<file path="src/vlsu_pkg.sv">
package vlsu_pkg;

    // lane and datapath sizing
    localparam int NUM_LANES   = 4;
    localparam int WORD_W      = 32;
    localparam int MEM_CREDITS = 2;
    localparam int LANE_W      = 2;

    // byte lanes inside one word
    localparam int BE_W  = WORD_W / 8;
    localparam int OFF_W = $clog2(BE_W);

    // counter widths, each holds its maximum value
    localparam int CNT_W    = $clog2(NUM_LANES + 1);
    localparam int CREDIT_W = $clog2(MEM_CREDITS + 1);

    localparam logic [LANE_W-1:0]   LAST_LANE   = LANE_W'(NUM_LANES - 1);
    localparam logic [CREDIT_W-1:0] CREDIT_INIT = CREDIT_W'(MEM_CREDITS);

    typedef enum logic [1:0] {
        EEW8  = 2'd0,
        EEW16 = 2'd1,
        EEW32 = 2'd2
    } eew_t;

    typedef enum logic {
        STRIDED = 1'b0,
        INDEXED = 1'b1
    } addr_mode_t;

    // one word per lane
    typedef logic [NUM_LANES-1:0][WORD_W-1:0] vec_data_t;

    typedef struct packed {
        logic                  is_store;
        addr_mode_t            mode;
        eew_t                  eew;
        logic [NUM_LANES-1:0]  mask;
        logic [WORD_W-1:0]     base;
        logic [WORD_W-1:0]     stride;
        vec_data_t             index;
        vec_data_t             store_data;
    } vec_cmd_t;

    // current lane as presented by the serializer
    typedef struct packed {
        logic               valid;
        logic [LANE_W-1:0]  lane;
        logic [WORD_W-1:0]  addr;
        logic               is_store;
        eew_t               eew;
    } lane_step_t;

    typedef struct packed {
        logic               valid;
        logic               write;
        logic [LANE_W-1:0]  lane;
        logic [WORD_W-1:0]  addr;
        logic [BE_W-1:0]    be;
        logic [WORD_W-1:0]  wdata;
    } mem_req_t;

    typedef struct packed {
        logic               valid;
        logic [LANE_W-1:0]  lane;
        logic [WORD_W-1:0]  rdata;
    } mem_rsp_t;

endpackage

</file>
<file path="src/vlsu_lane_serializer.sv">
`timescale 1ns/10ps

module vlsu_lane_serializer (
    input  logic                         CLK,
    input  logic                         nRST,
    input  logic                         cmd_valid,
    input  vlsu_pkg::vec_cmd_t           cmd,
    input  logic                         can_issue,
    input  logic                         all_done,
    output vlsu_pkg::lane_step_t         step,
    output logic                         lane_mask_bit,
    output logic [vlsu_pkg::WORD_W-1:0]  lane_data,
    output logic                         busy,
    output logic                         walk_end
);

    // TAIL covers the cycle in which the last lane's request is on the bus
    typedef enum logic [1:0] {
        SER_IDLE,
        SER_WALK,
        SER_TAIL,
        SER_DRAIN
    } ser_state_t;

    ser_state_t                     state;
    ser_state_t                     next_state;
    vlsu_pkg::vec_cmd_t             cmd_q;
    logic [vlsu_pkg::LANE_W-1:0]    lane_q;
    logic [vlsu_pkg::WORD_W-1:0]    run_addr;
    logic [vlsu_pkg::WORD_W-1:0]    lane_addr;
    logic                           walking;
    logic                           advance;
    logic                           last_lane;

    assign walking       = (state == SER_WALK);
    assign last_lane     = (lane_q == vlsu_pkg::LAST_LANE);
    assign lane_mask_bit = cmd_q.mask[lane_q];
    assign lane_data     = cmd_q.store_data[lane_q];
    assign busy          = (state != SER_IDLE);

    // masked lanes step on without waiting for a credit
    assign advance = walking & (~lane_mask_bit | can_issue);

    // a masked last lane ends the walk at once and an active one a cycle later
    assign walk_end = (state == SER_TAIL) | (advance & last_lane & ~lane_mask_bit);

    always_comb begin
        if (cmd_q.mode == vlsu_pkg::INDEXED) begin
            lane_addr = cmd_q.base + cmd_q.index[lane_q];
        end else begin
            lane_addr = run_addr;
        end
    end

    always_comb begin
        step          = '0;
        step.valid    = walking & lane_mask_bit;
        step.lane     = lane_q;
        step.addr     = lane_addr;
        step.is_store = cmd_q.is_store;
        step.eew      = cmd_q.eew;
    end

    always_comb begin
        next_state = state;
        case (state)
            SER_IDLE: begin
                if (cmd_valid) begin
                    next_state = SER_WALK;
                end
            end
            SER_WALK: begin
                if (advance & last_lane) begin
                    next_state = step.valid ? SER_TAIL : SER_DRAIN;
                end
            end
            SER_TAIL: begin
                next_state = SER_DRAIN;
            end
            default: begin
                next_state = state;
            end
        endcase
        // collector reports every answer in
        if (all_done) begin
            next_state = SER_IDLE;
        end
    end

    always_ff @(posedge CLK or negedge nRST) begin
        if (~nRST) begin
            state  <= SER_IDLE;
            lane_q <= '0;
        end else begin
            state <= next_state;
            if (state == SER_IDLE) begin
                lane_q <= '0;
            end else if (advance) begin
                lane_q <= lane_q + 1'b1;
            end
        end
    end

    // command and strided running address
    always_ff @(posedge CLK) begin
        if ((state == SER_IDLE) && cmd_valid) begin
            cmd_q    <= cmd;
            run_addr <= cmd.base;
        end else if (advance) begin
            run_addr <= run_addr + cmd_q.stride;
        end
    end

    // only one command in flight
    assert property (@(posedge CLK) disable iff (~nRST) cmd_valid |-> ~busy)
        else $error("vector command while busy");

endmodule

</file>
<file path="src/vlsu_store_align.sv">
`timescale 1ns/10ps

module vlsu_store_align (
    input  vlsu_pkg::lane_step_t         step,
    input  logic [vlsu_pkg::WORD_W-1:0]  lane_data,
    output logic [vlsu_pkg::WORD_W-1:0]  wdata
);

    logic [7:0]  elem_b;
    logic [15:0] elem_h;

    assign elem_b = lane_data[7:0];
    assign elem_h = lane_data[15:0];

    // copy the element into every byte position it could occupy,
    // the byte enables then pick the right one
    always_comb begin
        case (step.eew)
            vlsu_pkg::EEW8: begin
                wdata = {4{elem_b}};
            end
            vlsu_pkg::EEW16: begin
                wdata = {2{elem_h}};
            end
            default: begin
                wdata = lane_data;
            end
        endcase
    end

endmodule

</file>
<file path="src/vlsu_credit_port.sv">
`timescale 1ns/10ps

module vlsu_credit_port (
    input  logic                         CLK,
    input  logic                         nRST,
    input  vlsu_pkg::lane_step_t         step,
    input  logic                         lane_mask_bit,
    input  logic [vlsu_pkg::WORD_W-1:0]  wdata,
    input  logic                         mem_credit,
    output logic                         can_issue,
    output vlsu_pkg::mem_req_t           mem_req
);

    logic [vlsu_pkg::CREDIT_W-1:0]  credit_cnt;
    logic [vlsu_pkg::BE_W-1:0]      be;
    logic                           issue;
    logic                           req_valid_q;
    vlsu_pkg::mem_req_t             req_q;

    assign can_issue = (credit_cnt != '0);
    assign issue     = step.valid & lane_mask_bit & can_issue;

    // byte enables from element width and byte offset
    always_comb begin
        case (step.eew)
            vlsu_pkg::EEW8: begin
                be = 4'b0001 << step.addr[vlsu_pkg::OFF_W-1:0];
            end
            vlsu_pkg::EEW16: begin
                be = 4'b0011 << {step.addr[1], 1'b0};
            end
            default: begin
                be = 4'b1111;
            end
        endcase
    end

    always_ff @(posedge CLK or negedge nRST) begin
        if (~nRST) begin
            credit_cnt  <= vlsu_pkg::CREDIT_INIT;
            req_valid_q <= 1'b0;
        end else begin
            req_valid_q <= issue;
            case ({issue, mem_credit})
                2'b10:   credit_cnt <= credit_cnt - 1'b1;
                2'b01:   credit_cnt <= credit_cnt + 1'b1;
                default: credit_cnt <= credit_cnt;
            endcase
        end
    end

    always_ff @(posedge CLK) begin
        if (issue) begin
            req_q.valid <= 1'b1;
            req_q.write <= step.is_store;
            req_q.lane  <= step.lane;
            req_q.addr  <= step.addr;
            req_q.be    <= be;
            // loads put nothing on the data lines
            req_q.wdata <= step.is_store ? wdata : '0;
        end
    end

    always_comb begin
        mem_req       = req_q;
        mem_req.valid = req_valid_q;
    end

    // memory never returns more credits than it was given
    assert property (@(posedge CLK) disable iff (~nRST)
        (mem_credit & ~issue) |-> (credit_cnt < vlsu_pkg::CREDIT_INIT))
        else $error("credit count overflow");

    // serializer addresses must be naturally aligned
    assert property (@(posedge CLK) disable iff (~nRST)
        issue |-> ((step.eew == vlsu_pkg::EEW8) ||
                   ((step.eew == vlsu_pkg::EEW16) && ~step.addr[0]) ||
                   (step.addr[1:0] == 2'b00)))
        else $error("misaligned element address");

endmodule

</file>
<file path="src/vlsu_load_collect.sv">
`timescale 1ns/10ps

module vlsu_load_collect (
    input  logic                CLK,
    input  logic                nRST,
    input  vlsu_pkg::mem_req_t  mem_req,
    input  vlsu_pkg::mem_rsp_t  mem_rsp,
    input  logic                walk_end,
    input  vlsu_pkg::eew_t      eew,
    output logic                all_done,
    output logic                done,
    output vlsu_pkg::vec_data_t result
);

    logic [vlsu_pkg::CNT_W-1:0]                      issued_cnt;
    logic [vlsu_pkg::CNT_W-1:0]                      rsp_cnt;
    logic [vlsu_pkg::CNT_W-1:0]                      issued_next;
    logic [vlsu_pkg::CNT_W-1:0]                      rsp_next;
    logic [vlsu_pkg::NUM_LANES-1:0][vlsu_pkg::OFF_W-1:0] off_q;
    logic [vlsu_pkg::WORD_W-1:0]                     shifted;
    logic [vlsu_pkg::WORD_W-1:0]                     elem;
    logic                                            active_q;
    logic                                            walked_q;
    logic                                            wr_q;
    logic                                            start;
    logic                                            fin;

    // first request or an empty walk opens a new command
    assign start = ~active_q & (mem_req.valid | walk_end);

    assign issued_next = issued_cnt + {{(vlsu_pkg::CNT_W-1){1'b0}}, mem_req.valid};
    assign rsp_next    = rsp_cnt + {{(vlsu_pkg::CNT_W-1){1'b0}}, mem_rsp.valid};

    // counts include this cycle's traffic so done follows the last response
    assign fin      = (walked_q | walk_end) & (issued_next == rsp_next);
    assign all_done = fin;

    // element extraction, zero extended
    assign shifted = mem_rsp.rdata >> {off_q[mem_rsp.lane], 3'b000};

    always_comb begin
        case (eew)
            vlsu_pkg::EEW8:  elem = {{(vlsu_pkg::WORD_W-8){1'b0}}, shifted[7:0]};
            vlsu_pkg::EEW16: elem = {{(vlsu_pkg::WORD_W-16){1'b0}}, shifted[15:0]};
            default:         elem = shifted;
        endcase
    end

    always_ff @(posedge CLK or negedge nRST) begin
        if (~nRST) begin
            active_q   <= 1'b0;
            walked_q   <= 1'b0;
            issued_cnt <= '0;
            rsp_cnt    <= '0;
            done       <= 1'b0;
        end else begin
            done <= fin;
            if (fin) begin
                active_q   <= 1'b0;
                walked_q   <= 1'b0;
                issued_cnt <= '0;
                rsp_cnt    <= '0;
            end else begin
                if (start) begin
                    active_q <= 1'b1;
                end
                if (walk_end) begin
                    walked_q <= 1'b1;
                end
                issued_cnt <= issued_next;
                rsp_cnt    <= rsp_next;
            end
        end
    end

    always_ff @(posedge CLK) begin
        if (mem_req.valid) begin
            off_q[mem_req.lane] <= mem_req.addr[vlsu_pkg::OFF_W-1:0];
            wr_q                <= mem_req.write;
        end
        // masked lanes stay at zero
        if (start) begin
            result <= '0;
        end
        if (mem_rsp.valid & ~wr_q) begin
            result[mem_rsp.lane] <= elem;
        end
    end

    // no response without an outstanding request
    assert property (@(posedge CLK) disable iff (~nRST)
        mem_rsp.valid |-> (issued_cnt != rsp_cnt))
        else $error("unexpected memory response");

endmodule

</file>
<file path="src/vlsu_top.sv">
`timescale 1ns/10ps

module vlsu_top (
    input  logic                 CLK,
    input  logic                 nRST,
    input  logic                 cmd_valid,
    input  vlsu_pkg::vec_cmd_t   cmd,
    input  logic                 mem_credit,
    input  vlsu_pkg::mem_rsp_t   mem_rsp,
    output logic                 busy,
    output vlsu_pkg::mem_req_t   mem_req,
    output logic                 done,
    output vlsu_pkg::vec_data_t  result
);

    vlsu_pkg::lane_step_t         step;
    logic                         lane_mask_bit;
    logic [vlsu_pkg::WORD_W-1:0]  lane_data;
    logic [vlsu_pkg::WORD_W-1:0]  wdata;
    logic                         can_issue;
    logic                         all_done;
    logic                         walk_end;

    vlsu_lane_serializer serializer_i (
        .CLK           (CLK),
        .nRST          (nRST),
        .cmd_valid     (cmd_valid),
        .cmd           (cmd),
        .can_issue     (can_issue),
        .all_done      (all_done),
        .step          (step),
        .lane_mask_bit (lane_mask_bit),
        .lane_data     (lane_data),
        .busy          (busy),
        .walk_end      (walk_end)
    );

    vlsu_store_align store_align_i (
        .step      (step),
        .lane_data (lane_data),
        .wdata     (wdata)
    );

    vlsu_credit_port credit_port_i (
        .CLK           (CLK),
        .nRST          (nRST),
        .step          (step),
        .lane_mask_bit (lane_mask_bit),
        .wdata         (wdata),
        .mem_credit    (mem_credit),
        .can_issue     (can_issue),
        .mem_req       (mem_req)
    );

    // element width stays latched in the serializer until the next command
    vlsu_load_collect load_collect_i (
        .CLK      (CLK),
        .nRST     (nRST),
        .mem_req  (mem_req),
        .mem_rsp  (mem_rsp),
        .walk_end (walk_end),
        .eew      (step.eew),
        .all_done (all_done),
        .done     (done),
        .result   (result)
    );

endmodule

</file>
<file path="config.mk">
export PLATFORM = sky130hd
export DESIGN_NAME = vlsu_top
export DESIGN_NICKNAME = d
export VERILOG_FILES = /design/src/vlsu_pkg.sv /design/src/vlsu_lane_serializer.sv /design/src/vlsu_store_align.sv /design/src/vlsu_credit_port.sv /design/src/vlsu_load_collect.sv /design/src/vlsu_top.sv
export SDC_FILE = /design/constraint.sdc
export NUM_CORES = 1
export LEC_CHECK = 0
export BUFFER_PORTS_ARGS = -buffer_cell sky130_fd_sc_hd__buf_2
export CORE_MARGIN = 4
export CORE_UTILIZATION = 45
export DETAILED_ROUTE_END_ITERATION = 12
export PLACE_DENSITY_LB_ADDON = 0.3
export SLEW_MARGIN = 5
export SYNTH_ARGS = -nofsm -noshare
export SYNTH_HDL_FRONTEND = slang
export SYNTH_SLANG_ARGS = --single-unit
</file>
<file path="constraint.sdc">
create_clock -name CLK -period 13.5 [get_ports CLK]
set_input_delay 0 -clock CLK [delete_from_list [all_inputs] [get_ports CLK]]
set_output_delay 0 -clock CLK [all_outputs]
set_load 0.02 [all_outputs]
</file>
==> results.ini <==
[run_status]
status = finished clean

[power_and_ir_drop]
swShare = 0.364
power_density_nw_per_um2 = 218
internal-power_uw = 4740
p_clk_frac = 0.236
p_seq_frac = 0.378
leakage_uw = 0.0136
p_sw_uw = 2710
ir_drop_uv = 135
p_comb_frac = 0.386

[global_route]
gr-usage-all-layers = 0.253
antenna_found_initial = 4
grt_pass1_vias = 19900
grt_max_degree = 115
grt.overflow.total = 0
grt_first_pass_wirelength_um = 116000

[clock_network]
cts_root_buffer = clkbuf_16
clock-sinks = 584
numCtsBuffers = 61
cts_tree = yes
clkTransAtPathRegs_ns = 0.06
cts.path.max_buffers = 3
clk_latency_ns = 0.62
cts_setup_buffers = 0
htreeDepth = 2

[yosys]
ys_ff_latch = 584
async_flop_share = 0.0274
synth_edf_count = 440
avgSynthCellArea_um2 = 13.7
yosys.area.top_type = edfxtp_1
synth_cell_types = 75
synth_top_area_frac = 0.529
ys_warn_count = 0
postSynthNetCount = 2266
synth_cells = 1826
ys_seq_area_frac = 0.648
syn-cell-area_um2 = 25000
synthFlopType = edfxtp_1
ys_top_cells_by_area = edfxtp_1, dfxtp_1, mux4_2

[place]
place_area_um2 = 28500
gp_congestion = 0.928
numPortBuffers = 568
dp_hpwl_um = 50800

[timing]
max_clock_freq_mhz = 202
setup_viol = 0
maxSlewHeadroom = 0.210
fin_crit_sh = 0.367
slew_violations = 0
holdWs_ns = 0.0597
tightest_slew_ns = 1.18
skew_ns = 0.0180
fin_crit_ns = 4.96
hold_viol_final = 0
rsz0062_at_grt = false
totalNegativeSetupSlack_ns = 0

[drt]
drt-total-wl_um = 77700
drt-pass1-iter-count = 6
drt_iter0_drc = 1654
post_drt_wl_per_cell_um = 22.0
ant_nets = 0
via_per_inst = 5.43
post-route-drc-count = 0
num_vias = 19200

[critical_path]
cp_top_family = buffers and inverters
path_class = register to register
crit_buf_inv = 3
worstPathCellList = buf_4 > mux4_2 > nor2b_1 > a21o_1 > nor2_1 > nor2_4 > buf_4 > nor2_1 > a22o_1 > dlygate4sd3_1
start_kind = register
critPathRequiredTime_ns = 14.00
cp-end-kind = register
cp_max_fo = 100
slowest_delay_ns = 0.95
cp_slowest_cell = dfrtp_4
cp.arrival_ns = 5.46

[flow_run]
drv_cap = 0

[die]
die_area_um2 = 59300
start_util = 0.454
die_height_um = 244
io_pins = 569
core_um2 = 55000
rows = 86
die_w_um = 244

[final_layout]
area_growth_pct = 37.0
drive_gt1_frac = 0.287
fin_area_um2 = 34200
nets = 3180

[min_path]
hp-class = input port to register

-- cell usage after synthesis (32+ instances only) --
cell type	number
a21o_1	32
a21oi_1	95
a22o_1	32
clkbuf_1	63
dfxtp_1	128
edfxtp_1	440
ha_1	71
mux4_2	67
nand2_1	235
nor2_1	77
o21ai_0	64
o22ai_1	66
xnor2_1	36
-- area by class of cell --
type                    count  area, um^2
fillers                  4013       20800
flip-flops and latches    584       16200
multi-input cells        1118        8270
repair buffers            944        6570
clock buffers              77        1690
well taps                 748         936
clock inverters            34         410
inverters                  31         125
diodes                      4        10.0
-- timing repair --
| action | 4_1_cts | 5_1_grt |
|---|---|---|
| endpoints found under the hold margin | 505 | 0 |
| hold buffers | 362 | 0 |
| resized for setup | 0 | 0 |
-- flip-flops by register name, summed over array words and instances (netlist names), 3 cells and up --
register	flops
serializer_i.step	3
load_collect_i.rsp_cnt	3
serializer_i.run_addr	32
load_collect_i.off_q	8
serializer_i.cmd_q	325
load_collect_i.result	128
credit_port_i.mem_req	71
load_collect_i.issued_cnt	3
-- placed cells by master (no fill, tap or decap), drive strengths merged, types with 71 or more instances in the layout --
cell | Yosys | layout
buf | 30 | 582
dfxtp | 128 | 128
nor2 | 78 | 78
nand2 | 235 | 235
a21oi | 96 | 96
clkbuf | 63 | 77
edfxtp | 440 | 440
o21ai | 90 | 90
dlygate4sd3 | 0 | 362
ha | 71 | 71
-- through the flow --
| stage | instances | power, uW | utilization | worst slack (ns) |
|---|---|---|---|---|
| 6_report | 3540 | 7460 | 0.622 | 8.54 |
| 4_1_cts | 3536 | 7430 | 0.622 | 8.49 |
| 2_1_floorplan | 1826 | 4830 | - | 2.42 |
| 5_1_grt | 3539 | 7840 | 0.622 | 8.10 |
| 3_3_place_gp | 3063 | 5510 | 0.518 | 9.11 |
| 3_5_place_dp | 3063 | 5580 | 0.518 | 9.05 |
-- cells by family (layout without fill, tap and decap cells) --
logic type / count (synthesis) / after routing / synth area share
flops: 584 / 584 / 0.648
compound gates: 406 / 406 / 0.104
fa+ha+maj: 73 / 73 / 0.0372
mux: 126 / 126 / 0.0858
simple gates: 451 / 451 / 0.0821
xor+xnor: 62 / 62 / 0.0218
buf+inv: 124 / 1086 / 0.0208
other cells: 0 / 4 / 0
-- worst min-delay path, stage by stage --
cell and delay, ns:
buf_2 0.09, mux2i_1 0.20, a21oi_1 0.19, nand2_1 0.09
o21ai_1 0.05
-- per-layer routing --
metal / part of all wire / vias up / routed length [um] / global-route usage
met5: 0 / - / 0 / 0
met4: 0.046 / 0 / 3590 / 0.106
met3: 0.071 / 205 / 5530 / 0.0415
met2: 0.49 / 952 / 38200 / 0.433
met1: 0.39 / 9293 / 30300 / 0.320
li1: - / 8758 / - / -
-- worst paths after layout --
check | from | endpoint | cells past startpoint | slack (ns)
max reg2reg | serializer_i.lane_q[0]$_DFFE_PN0P_ | load_collect_i.result[127]$_DFF_P_ | 10 | 8.54
max in group asynchronous | nRST | serializer_i.lane_q[0]$_DFFE_PN0P_ | 4 | 11.81
min in group asynchronous | nRST | credit_port_i.credit_cnt[1]$_DFFE_PN1P_ | 3 | 0.48
min | mem_rsp[9] | load_collect_i.result[97]$_DFF_P_ | 5 | 0.06
min reg2reg | load_collect_i.result[102]$_DFF_P_ | load_collect_i.result[102]$_DFF_P_ | 2 | 0.45
max | serializer_i.lane_q[0]$_DFFE_PN0P_ | load_collect_i.result[127]$_DFF_P_ | 10 | 8.54
-- power by group through the flow --
stage	clock network [uW]	registers [uW]	logic, uW
2_1_floorplan	0	3060	1770
3_3_place_gp	0	2830	2670
3_5_place_dp	0	2850	2730
4_1_cts	1780	2810	2840
5_1_grt	1870	2860	3110
6_report	1760	2820	2870
(Power assumes the default switching activity.)
